===== src/uopPkg.sv =====
`default_nettype none

package uopPkg;

  // ------------------------------------------------------------
  // Widths and register numbers
  // ------------------------------------------------------------
  localparam int unsigned instrWidth = 32;     // ARM instruction word
  localparam int unsigned regCount   = 16;     // Architectural registers r0..r15
  localparam logic [3:0]  rzIndex    = 4'd15;  // Scratch Rz, field value with regFileRz set
  localparam logic [3:0]  lrIndex    = 4'd14;  // Link register
  localparam logic [3:0]  pcIndex    = 4'd15;  // Program counter
  localparam int unsigned wordBytes  = 4;      // Address step per transferred word

  // ------------------------------------------------------------
  // Instruction field positions
  // ------------------------------------------------------------
  localparam int unsigned condLsb = 28;  // Condition code
  localparam int unsigned rnLsb   = 16;  // Base / first operand
  localparam int unsigned rdLsb   = 12;  // Destination
  localparam int unsigned rmLsb   = 0;   // Second operand register

  localparam int unsigned bitP = 24;  // Pre-index
  localparam int unsigned bitU = 23;  // Up / down
  localparam int unsigned bitB = 22;  // Byte for SWP, user bank for LDM/STM
  localparam int unsigned bitW = 21;  // Base writeback
  localparam int unsigned bitL = 20;  // Load / store
  localparam int unsigned bitS = 20;  // Set flags for data processing

  // Instruction class seen in the ready state
  typedef enum logic [2:0] {
    kindPlain,  // Passes through untouched
    kindRsr,    // Register-shifted-register data processing
    kindBl,     // Branch with link
    kindSwp,    // SWP / SWPB
    kindBlock   // LDM / STM with a non-empty list
  } uopKind_e;

  // Sequencer states, one per step after the first
  typedef enum logic [2:0] {
    stReady,     // First step of any instruction
    stRsr,       // RSR operation on Rz
    stBl,        // Branch without link
    stSwpStore,  // SWP store of Rm
    stSwpMove,   // SWP move of Rz to Rd
    stBlock,     // One register transfer per cycle
    stBlockWb    // Base register update
  } seqState_e;

  // Fields sliced from the instruction in decode
  typedef struct packed {
    logic [3:0]          cond;
    logic [3:0]          rn;
    logic [3:0]          rd;
    logic [3:0]          rm;
    logic                p;
    logic                u;
    logic                s;
    logic                w;
    logic                l;
    logic                b;
    logic                usr;       // Bit 22 of a block transfer
    logic [regCount-1:0] regList;   // LDM/STM register list
    logic [4:0]          regTotal;  // Ones in regList
  } instrFields_t;

  // Control outputs to the decode stage
  typedef struct packed {
    logic       instrMux;       // Use uopInstr instead of the fetched word
    logic       uopStall;       // Hold decode on this instruction
    logic       ldmStmForward;  // Block transfer step in flight
    logic       regUsr;         // Use the user register bank
    logic       cpsrRestore;    // Restore CPSR from SPSR on load of r15
    logic       prevRsr;        // Second RSR step
    logic [2:0] regFileRz;      // Rz select for write, read 2, read 1
  } uopCtrl_t;

endpackage

`default_nettype wire


===== src/instrClassifier.sv =====
`timescale 1ns/1ps
`default_nettype none

module instrClassifier (
  input  wire logic [uopPkg::instrWidth-1:0] instr,
  output uopPkg::uopKind_e                   kind,
  output uopPkg::instrFields_t               fields
);

  logic       isSwp;     // SWP/SWPB encoding
  logic       isRsr;     // Data processing with register shift amount
  logic       isBlock;   // LDM/STM with something to transfer
  logic       isBl;      // Branch with link
  logic [4:0] ones;      // Register list population count

  // ------------------------------------------------------------
  // Class recognition
  // ------------------------------------------------------------
  assign isSwp = (instr[27:23] == 5'b00010) && (instr[21:20] == 2'b00)
               && (instr[7:4] == 4'b1001);

  // Opcode 10xx without S is the miscellaneous space, not RSR
  assign isRsr = (instr[27:25] == 3'b000) && !instr[7] && instr[4]
               && !((instr[24:23] == 2'b10) && !instr[uopPkg::bitS]);

  assign isBlock = (instr[27:25] == 3'b100) && (ones != 5'd0);  // Empty list stays plain
  assign isBl    = (instr[27:24] == 4'b1011);

  always_comb begin
    ones = '0;
    for (int i = 0; i < uopPkg::regCount; i++) begin
      ones = ones + 5'(instr[i]);
    end
  end

  always_comb begin
    if (isSwp) kind = uopPkg::kindSwp;            // Priority as listed
    else if (isRsr) kind = uopPkg::kindRsr;
    else if (isBlock) kind = uopPkg::kindBlock;
    else if (isBl) kind = uopPkg::kindBl;
    else kind = uopPkg::kindPlain;
  end

  // ------------------------------------------------------------
  // Field slicing
  // ------------------------------------------------------------
  always_comb begin
    fields.cond     = instr[uopPkg::condLsb +: 4];
    fields.rn       = instr[uopPkg::rnLsb +: 4];
    fields.rd       = instr[uopPkg::rdLsb +: 4];
    fields.rm       = instr[uopPkg::rmLsb +: 4];
    fields.p        = instr[uopPkg::bitP];
    fields.u        = instr[uopPkg::bitU];
    fields.s        = instr[uopPkg::bitS];
    fields.w        = instr[uopPkg::bitW];
    fields.l        = instr[uopPkg::bitL];
    fields.b        = instr[uopPkg::bitB];
    fields.usr      = instr[uopPkg::bitB];      // Same bit, block transfer meaning
    fields.regList  = instr[uopPkg::regCount-1:0];
    fields.regTotal = ones;
  end

endmodule

`default_nettype wire


===== src/regListWalker.sv =====
`timescale 1ns/1ps
`default_nettype none

module regListWalker (
  input  wire logic                        clk,
  input  wire logic                        reset,
  input  wire logic [uopPkg::regCount-1:0] regList,
  input  wire logic                        listLoad,
  input  wire logic                        listAdvance,
  output logic      [3:0]                  curReg,
  output logic                             lastReg
);

  logic [uopPkg::regCount-1:0] remList;    // Registers still to transfer
  logic [uopPkg::regCount-1:0] dropLowest; // remList without its lowest one

  // ------------------------------------------------------------
  // Remaining list register
  // ------------------------------------------------------------
  always_ff @(posedge clk) begin
    if (reset) begin
      remList <= '0;
    end else if (listLoad) begin
      remList <= regList;               // Fresh list from the instruction
    end else if (listAdvance) begin
      remList <= dropLowest;            // One register done
    end
  end

  assign dropLowest = remList & (remList - 1'b1);  // Clears lowest set bit

  // Only one bit left means this is the final transfer
  assign lastReg = (remList != '0) && (dropLowest == '0);

  // ------------------------------------------------------------
  // Lowest set bit, so registers go out in ascending order
  // ------------------------------------------------------------
  always_comb begin
    curReg = '0;
    for (int i = uopPkg::regCount - 1; i >= 0; i--) begin
      if (remList[i]) begin
        curReg = 4'(i);               // Lower index overwrites higher
      end
    end
  end

endmodule

`default_nettype wire


===== src/uopSequencer.sv =====
`timescale 1ns/1ps
`default_nettype none

module uopSequencer (
  input  wire logic                 clk,
  input  wire logic                 reset,
  input  wire logic                 stall,
  input  wire logic                 exceptionSavePC,
  input  uopPkg::uopKind_e          kind,
  input  uopPkg::instrFields_t      fields,
  input  wire logic                 lastReg,
  output uopPkg::seqState_e         state,
  output logic                      listLoad,
  output logic                      listAdvance
);

  uopPkg::seqState_e nextState;  // Mealy next state
  logic              startBlock; // LDM/STM begins this cycle

  // ------------------------------------------------------------
  // State register, frozen by the external stall
  // ------------------------------------------------------------
  always_ff @(posedge clk) begin
    if (reset) begin
      state <= uopPkg::stReady;
    end else if (!stall) begin
      state <= nextState;
    end
  end

  // ------------------------------------------------------------
  // Next state
  // ------------------------------------------------------------
  always_comb begin
    nextState = uopPkg::stReady;
    case (state)
      uopPkg::stReady: begin
        if (exceptionSavePC) begin
          nextState = uopPkg::stReady;         // Single injected MOV
        end else begin
          case (kind)
            uopPkg::kindRsr:   nextState = uopPkg::stRsr;
            uopPkg::kindBl:    nextState = uopPkg::stBl;
            uopPkg::kindSwp:   nextState = uopPkg::stSwpStore;
            uopPkg::kindBlock: nextState = uopPkg::stBlock;
            default:           nextState = uopPkg::stReady;  // Plain pass-through
          endcase
        end
      end
      uopPkg::stRsr:      nextState = uopPkg::stReady;
      uopPkg::stBl:       nextState = uopPkg::stReady;
      uopPkg::stSwpStore: nextState = uopPkg::stSwpMove;
      uopPkg::stSwpMove:  nextState = uopPkg::stReady;
      uopPkg::stBlock: begin
        if (!lastReg) begin
          nextState = uopPkg::stBlock;         // More registers to go
        end else if (fields.w) begin
          nextState = uopPkg::stBlockWb;       // Base update still owed
        end else begin
          nextState = uopPkg::stReady;
        end
      end
      uopPkg::stBlockWb:  nextState = uopPkg::stReady;
      default:            nextState = uopPkg::stReady;
    endcase
  end

  // ------------------------------------------------------------
  // Walker controls
  // ------------------------------------------------------------
  assign startBlock = (state == uopPkg::stReady) && !exceptionSavePC
                    && (kind == uopPkg::kindBlock);

  assign listLoad    = !stall && startBlock;                  // Latch list with the SUB step
  assign listAdvance = !stall && (state == uopPkg::stBlock);  // One transfer issued

endmodule

`default_nettype wire


===== src/uopEncoder.sv =====
`timescale 1ns/1ps
`default_nettype none

module uopEncoder (
  input  uopPkg::seqState_e                  state,
  input  uopPkg::uopKind_e                   kind,
  input  uopPkg::instrFields_t               fields,
  input  wire logic [3:0]                    curReg,
  input  wire logic                          lastReg,
  input  wire logic                          exceptionSavePC,
  input  wire logic [uopPkg::instrWidth-1:0] instr,
  output logic      [uopPkg::instrWidth-1:0] uopInstr,
  output uopPkg::uopCtrl_t                   ctrl
);

  logic [7:0] fourN;     // Register count times four
  logic [7:0] startImm;  // Offset to one word below the lowest address

  assign fourN = {1'b0, fields.regTotal, 2'b00};

  always_comb begin
    case ({fields.p, fields.u})
      2'b00:   startImm = fourN;                       // DA
      2'b01:   startImm = 8'(uopPkg::wordBytes);       // IA
      2'b10:   startImm = fourN + 8'(uopPkg::wordBytes); // DB
      default: startImm = 8'd0;                        // IB
    endcase
  end

  // ------------------------------------------------------------
  // Step word and controls
  // ------------------------------------------------------------
  always_comb begin
    uopInstr = instr;                // Plain instruction passes through
    ctrl     = '0;
    case (state)
      uopPkg::stReady: begin
        if (exceptionSavePC) begin
          ctrl.instrMux = 1'b1;
          // mov r14, r15 under AL
          uopInstr = {4'b1110, 3'b000, 4'b1101, 1'b0, 4'b0000, uopPkg::lrIndex,
                      8'd0, uopPkg::pcIndex};
        end else if (kind != uopPkg::kindPlain) begin
          ctrl.instrMux = 1'b1;
          ctrl.uopStall = 1'b1;      // Every complex first step stalls decode
          case (kind)
            uopPkg::kindRsr: begin
              ctrl.regFileRz = 3'b101;  // Write Rz, shift amount on read 1
              uopInstr = {instr[31:25], 4'b1101, 1'b0, 4'b0000, uopPkg::rzIndex,
                          instr[11:0]};  // MOV Rz, shifter operand
            end
            uopPkg::kindBl: begin
              uopInstr = {fields.cond, 3'b001, 4'b0010, 1'b0, uopPkg::pcIndex,
                          uopPkg::lrIndex, 4'b0000, 8'(uopPkg::wordBytes)};  // SUB r14, r15, #4
            end
            uopPkg::kindSwp: begin
              ctrl.regFileRz = 3'b100;  // Load lands in Rz
              uopInstr = {fields.cond, 5'b01011, fields.b, 2'b01, fields.rn,
                          uopPkg::rzIndex, 12'd0};
            end
            default: begin              // Block transfer start address
              ctrl.regFileRz = 3'b100;
              uopInstr = {fields.cond, 3'b001, 4'b0010, 1'b0, fields.rn,
                          uopPkg::rzIndex, 4'b0000, startImm};  // SUB Rz, Rn, #start
            end
          endcase
        end
      end
      uopPkg::stRsr: begin
        ctrl.instrMux  = 1'b1;
        ctrl.prevRsr   = 1'b1;
        ctrl.regFileRz = 3'b010;     // Rz as unshifted Rm
        uopInstr = {instr[31:12], 8'd0, uopPkg::rzIndex};
      end
      uopPkg::stBl: begin
        ctrl.instrMux = 1'b1;
        uopInstr = {instr[31:25], 1'b0, instr[23:0]};  // Link bit cleared
      end
      uopPkg::stSwpStore: begin
        ctrl.instrMux = 1'b1;
        ctrl.uopStall = 1'b1;
        uopInstr = {fields.cond, 5'b01011, fields.b, 2'b00, fields.rn, fields.rm, 12'd0};
      end
      uopPkg::stSwpMove: begin
        ctrl.instrMux  = 1'b1;
        ctrl.regFileRz = 3'b010;
        uopInstr = {fields.cond, 3'b000, 4'b1101, 1'b0, 4'b0000, fields.rd,
                    8'd0, uopPkg::rzIndex};  // MOV Rd, Rz
      end
      uopPkg::stBlock: begin
        ctrl.instrMux      = 1'b1;
        ctrl.uopStall      = !(lastReg && !fields.w);  // Last step only without writeback
        ctrl.ldmStmForward = 1'b1;
        ctrl.regFileRz     = 3'b001;  // Rz is the base
        ctrl.regUsr        = fields.usr && (!fields.l || !fields.regList[uopPkg::pcIndex]);
        ctrl.cpsrRestore   = fields.usr && fields.l && (curReg == uopPkg::pcIndex);
        // LDR/STR curReg, [Rz, #4]!
        uopInstr = {fields.cond, 3'b010, 1'b1, 1'b1, 1'b0, 1'b1, fields.l,
                    uopPkg::rzIndex, curReg, 12'(uopPkg::wordBytes)};
      end
      uopPkg::stBlockWb: begin
        ctrl.instrMux = 1'b1;
        // ADD or SUB Rn, Rn, #4N by the U bit
        uopInstr = {fields.cond, 3'b001, 1'b0, fields.u, !fields.u, 2'b00,
                    fields.rn, fields.rn, 4'b0000, fourN};
      end
      default: begin
        uopInstr = instr;
        ctrl     = '0;
      end
    endcase
  end

endmodule

`default_nettype wire


===== src/microOpUnit.sv =====
`timescale 1ns/1ps
`default_nettype none

module microOpUnit (
  input  wire logic                          clk,
  input  wire logic                          reset,
  input  wire logic [uopPkg::instrWidth-1:0] instr,
  input  wire logic                          stall,
  input  wire logic                          exceptionSavePC,
  output logic      [uopPkg::instrWidth-1:0] uopInstr,
  output uopPkg::uopCtrl_t                   ctrl
);

  // ------------------------------------------------------------
  // Stage wiring
  // ------------------------------------------------------------
  uopPkg::uopKind_e     kind;         // Class of the decode instruction
  uopPkg::instrFields_t fields;       // Sliced fields and register count
  uopPkg::seqState_e    state;        // Sequencer step
  logic                 listLoad;     // Walker takes the register list
  logic                 listAdvance;  // Walker drops the transferred register
  logic [3:0]           curReg;       // Next register to transfer
  logic                 lastReg;      // Final register of the list

  instrClassifier classifier (
    .instr  (instr),
    .kind   (kind),
    .fields (fields)
  );

  regListWalker walker (
    .clk         (clk),
    .reset       (reset),
    .regList     (fields.regList),
    .listLoad    (listLoad),
    .listAdvance (listAdvance),
    .curReg      (curReg),
    .lastReg     (lastReg)
  );

  uopSequencer sequencer (
    .clk             (clk),
    .reset           (reset),
    .stall           (stall),
    .exceptionSavePC (exceptionSavePC),
    .kind            (kind),
    .fields          (fields),
    .lastReg         (lastReg),
    .state           (state),
    .listLoad        (listLoad),
    .listAdvance     (listAdvance)
  );

  uopEncoder encoder (
    .state           (state),
    .kind            (kind),
    .fields          (fields),
    .curReg          (curReg),
    .lastReg         (lastReg),
    .exceptionSavePC (exceptionSavePC),
    .instr           (instr),
    .uopInstr        (uopInstr),
    .ctrl            (ctrl)
  );

endmodule

`default_nettype wire


===== config.mk =====
export PLATFORM = sky130hd
export DESIGN_NAME = microOpUnit
export DESIGN_NICKNAME = d
export VERILOG_FILES = /design/src/uopPkg.sv /design/src/instrClassifier.sv /design/src/regListWalker.sv /design/src/uopSequencer.sv /design/src/uopEncoder.sv /design/src/microOpUnit.sv
export SDC_FILE = /design/constraint.sdc
export NUM_CORES = 1
export LEC_CHECK = 0
export BUFFER_PORTS_ARGS = -buffer_cell sky130_fd_sc_hd__buf_2
export CAP_MARGIN = 20
export CORE_MARGIN = 2
export CORE_UTILIZATION = 40
export DETAILED_ROUTE_END_ITERATION = 16
export SLEW_MARGIN = 20
export SYNTH_ARGS = -nofsm -noshare
export SYNTH_HDL_FRONTEND = slang
export SYNTH_SLANG_ARGS = --single-unit

===== constraint.sdc =====
create_clock -name clk -period 14.37 [get_ports clk]
set_input_delay 0.7185 -clock clk [delete_from_list [all_inputs] [get_ports clk]]
set_output_delay 0.7185 -clock clk [all_outputs]
set_load 0.01 [all_outputs]

* Yosys cells after proc, flatten, opt, wreduce, memory -nomap -nowiden
Index checks and enable logic that the tools add are counted.
** Storage, ports and cells
- Register bits :: 19
- Input bits :: 36
- Output and inout bits :: 41
- Word-level logic and storage cells :: 117
** Operators by class
- $add $sub $neg :: 17
- Equality and inequality tests :: 17
- Multiplexer cells :: 43
- Bitwise logic cells :: 1
- Reduce and logical (&&, ||, !) cells :: 37
** Operator list (count)
- 32-bit one-hot mux with 7 select lines :: 1
- 28-bit one-hot mux with 3 select lines :: 1
- 5-bit by 1-bit adder with 5-bit output :: 14
- 4-bit 2-to-1 mux :: 16
- 16-bit 2-to-1 mux :: 2
- 32-bit 2-to-1 mux :: 1
- 28-bit 2-to-1 mux :: 1
- 3-bit 2-to-1 mux :: 9
- 8-bit one-hot mux with 3 select lines :: 1
- 3-bit one-hot mux with 3 select lines :: 2
- 16-bit AND :: 1
- 1-bit logical AND :: 16
- 16-bit zero test :: 1
- 16-bit nonzero test :: 1
- 16-bit by 1-bit subtractor with 16-bit output, second input constant :: 1
- 3-bit equality test, second input constant :: 5
- 3-bit by 2-bit equality test with 1-bit output, second input constant :: 4
- 4-bit equality test, second input constant :: 3
- 3-bit one-hot mux with 4 select lines :: 1
- 1-bit zero test :: 9
- 7-bit by 3-bit adder with 8-bit output, second input constant :: 1
- 3-bit by 1-bit equality test with 1-bit output, second input constant :: 2
- 3-bit zero test :: 2
- 3-bit one-hot mux with 2 select lines :: 1
- 15 further kinds :: 19

* Logic depth before layout (Yosys ltp)
- Depth in word-level cells :: 25
- Mapped depth :: 20
- Gate-level depth less buffers :: 20

* Modules after synthesis
A second synthesis with hierarchy kept.
** Second synthesis, totals
- Cells, all modules :: 472
- Area total of the unflattened synthesis :: 3378.2 sq um
** Modules (own cells, without submodules)
- uopEncoder :: instances 1, cells each 208, area each 1325.0 sq um
- regListWalker :: instances 1, cells each 137, area each 998.5 sq um
- instrClassifier :: instances 1, cells each 97, area each 775.7 sq um
- uopSequencer :: instances 1, cells each 30, area each 279.0 sq um

* Least setup slack after synthesis
OpenSTA, ideal clock, no wires.
- Kind :: in2out
- Start :: input instr[0] (netlist bit)
- End :: output uopInstr[0] (netlist bit)
- Arrival time :: 5.501 ns
- Required time :: 13.651 ns
- Slack :: 8.151 ns
- Stages :: 20
- Buffers on the path :: 0
- Path through :: ha_1 inv_1 fa_1 inv_1 fa_1 fa_1 inv_1 fa_1 fa_1 inv_1 fa_1 inv_1 ha_1 nor2b_1 nand4_1 o211ai_2 a21oi_2 nand2_1 a2111oi_0 a2111oi_0
** Between the ends
- Word-level cells in the longest chain between the ends :: 25
- Elaborated cells between the ends (all ways) :: 28
- Those cells by class :: 15 x add/sub; 3 x eq/ne; 7 x mux; 3 x reduce/logical
** RTL lines
- start: declaration :: RTL line microOpUnit.sv:7 : input wire logic [uopPkg::instrWidth-1:0] instr,
- 1-bit by 1-bit adder with 2-bit output :: RTL line instrClassifier.sv:32 : ones = ones + 5'(instr[i]);
- 5-bit by 1-bit adder with 5-bit output (14 in series) :: RTL line instrClassifier.sv:32
- 5-bit nonzero test :: RTL line instrClassifier.sv:26 : assign isBlock = (instr[27:25] == 3'b100) && (ones != 5'd0);
- 1-bit logical AND :: RTL line instrClassifier.sv:26
- 3-bit 2-to-1 mux :: RTL line instrClassifier.sv:39 : else if (isBlock) kind = uopPkg::kindBlock;
- 3-bit 2-to-1 mux :: RTL line instrClassifier.sv:38 : else if (isRsr) kind = uopPkg::kindRsr;
- 3-bit 2-to-1 mux :: RTL line instrClassifier.sv:37 : if (isSwp) kind = uopPkg::kindSwp;
- 3-bit by 2-bit equality test with 1-bit output / 3-bit by 1-bit equality test with 1-bit output (equally long branches) :: RTL line uopEncoder.sv:46 : case (kind)
- 28-bit one-hot mux with 3 select lines :: RTL line uopEncoder.sv:46
- 28-bit 2-to-1 mux :: RTL line uopEncoder.sv:43 : end else if (kind != uopPkg::kindPlain) begin
- 32-bit 2-to-1 mux :: RTL line uopEncoder.sv:38 : if (exceptionSavePC) begin
- 32-bit one-hot mux with 7 select lines * :: RTL line uopEncoder.sv:36 : case (state)
- end: declaration :: RTL line microOpUnit.sv:10 : output logic [uopPkg::instrWidth-1:0] uopInstr,
Mark *: on every way between the ends. The rest lies on a longest branch, timed or not.

* Worst setup path after layout
Same ends and word-level chain as after synthesis.

==> impl_metrics.yaml <==
floorplan:
  num_rows: 31
  die_w_um: 90.0
  fp.dieH_um: 90.0
  dieArea_mm2: 0.00810
  initial_utilization_pct: 41.0
  core_area_mm2: 0.00721
  ioPinCount: 77
route:
  route.vias.total: 3576
  route.detailed.drc: 0
  drt_wl_total_um: 11100
  first_iter_violations: 410
  firstDrtPassIters: 5
  detail_route.wl_per_cell_um: 18.9
  vias_per_cell: 6.11
  antenna_left: 0
power_and_ir_drop:
  power_mw: 0.300
  intPower_mw: 0.155
  switchingPower_mw: 0.144
  seqPwrFrac_pct: 18.7
  p_leak_nw: 1.43
  powerDensity_mw_per_mm2: 87.8
  power.share.clock_pct: 13.5
  switching_share_pct: 48.1
  combPwrFrac_pct: 67.8
  vdd_drop_max_mv: 0.0930
clocking:
  cts_num_sinks: 19
  clk_pin_slew_worst_paths_ps: 80
  cts-root-buf: "clkbuf_8"
  cts.repair.resized: 0
  numCtsBuffers: 3
  cts_hold_buf: 0
  cts_buffer_depth: 2
  worstSkewPairLatency_ps: 270
  cts_setup_buffers: 0
  cts_tree: "done"
  htree_levels: 1
job:
  cap_viol_max_count: 0
setup_path:
  worstPathRequired_ps: 13650
  endpoint: "uopInstr[0]"
  reg2reg_setup_slack_ps: 11710
  worstPathArrival_ps: 6010
  crit_buf_inv: 7
  setup.worst_path.start: "instr[0]"
  r2r_end: "walker.remList[2]"
  r2r_start: "sequencer.state[1]"
  critPathTopFamily: "adder cells"
  worstPathCellList: "buf_2 > ha_1 > inv_1 > fa_1 > inv_1 > fa_1 > fa_1 > inv_1 > fa_1 > fa_1 > inv_1 > fa_1 > inv_1 > ha_1 > nor2b_1 > nand4_1 > o211ai_2 > a21oi_2 > nand2_1 > a2111oi_0 > a2111oi_0 > buf_2"
  path_common_cell: "fa_1"
  r2r_cells: 8
  cp_max_fo: 5
  start_kind: "primary input"
  worst_path_max_delay_cell: "fa_1"
  path_class: "in2out"
  cp.depth: 22
  end_kind: "primary output"
  cpPeakStageDelay_ps: 510
finish:
  num-fill-cells: 800
  drive_gt1_share_pct: 22.8
  diodes: 0
  nets: 540
  syn2layout_area_growth_pct: 15.4
placed_design:
  dpl.hpwl_um: 8490
  place_congestion: 0.941
  port_buffers: 76
status:
  status: "complete, no violations"
sta:
  maxSlewHeadroom_pct: 51.3
  fin_skew_ps: 5.54
  setup_viol: 0
  finalSetupTns_ps: 0
  fin_crit_ps: 6730
  slew_violations: 0
  hold_viol: 0
  worst_pin_slew_ps: 729
  period_share_pct: 46.8
  max_freq_mhz: 149
  rsz0062_at_grt: "false"
global_routing:
  antenna_found_initial: 0
  grt_start_max_net_pins: 36
  grt_pass1_wl_um: 17500
  grt_pass1_vias: 3285
  gr-total-overflow: 0
  track_usage_pct: 26.8
synth:
  async_flop_share_pct: 0
  synth_warnings: 0
  netlist_area_mm2: 0.00296
  avgSynthCellArea_um2: 6.85
  synth_cell_types: 77
  synth-edff-count: 0
  ys_ff_latch: 19
  syn_nets: 485
  synthCells: 432
  ys_seq_area_share_pct: 12.9
  yosys_most_used_dff: "dfxtp_1"
worst_hold_path:
  holdPathStages: 2
  hold_path_class: "reg2reg"
==> placed cells by master, fill, tap and decap left out, drive strengths merged, types with 8 or more instances in the layout <==
master and n:
dfxtp 19, fa 10, a21o 8, inv 32, nand2 38, o21ai 45
buf 79, nand3 14, a21oi 36, nor2 51, o211ai 11, nor3 12
a22oi 11
==> per-layer routing <==
metal,routed length [µm],GRT usage [%]
met3,1020,4.36
met5,0,0
met2,5110,43.9
met1,4840,37.6
met4,114,4.74
==> power by group through the flow <==
stage	Combinational (mW)	Clock, mW	Sequential (mW)
6_report	0.203	0.0404	0.0561
5_1_grt	0.223	0.0454	0.0563
4_1_cts	0.201	0.0421	0.0560
3_5_place_dp	0.199	0	0.0572
3_3_place_gp	0.198	0	0.0572
2_1_floorplan	0.145	0	0.0559
==> synthesized netlist by cell type, types with 5 or more instances <==
cell,number,area (µm²)
a31oi_1,7,43.8
a21o_1,8,60.1
buf_2,8,40.0
inv_1,31,116
dfxtp_1,19,380
a21oi_1,35,175
nor2_1,50,188
nand3_1,14,70.1
fa_1,10,200
o21ai_0,40,200
xnor2_1,5,43.8
nor3_1,10,50.1
clkbuf_1,19,71.3
nand2_1,37,139
ha_1,7,87.6
nor2b_1,5,31.3
nand2b_1,5,31.3
nand4_1,6,37.5
o211ai_1,10,75.1
a22oi_1,11,82.6
==> logic make-up (layout without fill, tap and decap cells) <==
family,Yosys count,in the layout,synth area share (%)
xor gates and xnor gates,6,6,1.78
muxes,2,2,0.677
and+or+nand+nor,167,167,31.0
adders and majority gates,19,19,10.4
buffers and inverters,62,116,8.21
AOI/OAI and AO/OA,157,157,35.0
DFF,19,19,12.9
==> registers in the layout, indices dropped and copies added, names as in the netlist <==
register         cells
walker.remList      16
sequencer.state      3
==> area by class of cell <==
type	count	area, µm²	area share [%]
Clock buffer	3	41.3	1.21
Clock inverter	1	7.51	0.220
Inverter	33	124	3.63
Multi-Input combinational cell	351	2330	68.4
Sequential cell	19	380	11.1
Tap cell	99	124	3.63
Timing Repair Buffer	79	403	11.8
==> worst reg2reg max path: stages (launching register included) <==
cell	delay (ps)
dfxtp_1	300
buf_4	220
inv_2	280
nand2_1	260
or3_1	630
nand2_1	440
o21ai_0	160
a22oi_1	200
nor2_1	50
==> how the worst min path moves through the flow <==
| stage | slack [ps] | to | from |
|---|---|---|---|
| after floorplan | 530 | walker.remList[15] | walker.remList[15] |
| after global placement | 570 | walker.remList[15] | walker.remList[15] |
| after detailed placement | 580 | walker.remList[15] | walker.remList[15] |
| after CTS | 590 | walker.remList[15] | walker.remList[15] |
| after global routing | 650 | walker.remList[15] | walker.remList[15] |
| final | 600 | walker.remList[15] | walker.remList[15] |
==> per-stage QoR <==
step	cells	utilization (%)	hold slack [ps]	cell area, µm²	setup slack (ps)
final	585	47.3	604	3410	7640
after global routing	585	47.3	652	3410	7350
after CTS	585	47.3	594	3410	7630
after detailed placement	581	46.7	581	3370	7630
after global placement	581	46.7	570	3370	7720
after floorplan	432	-	527	2960	8150
Power figures use the tool's default switching activity.
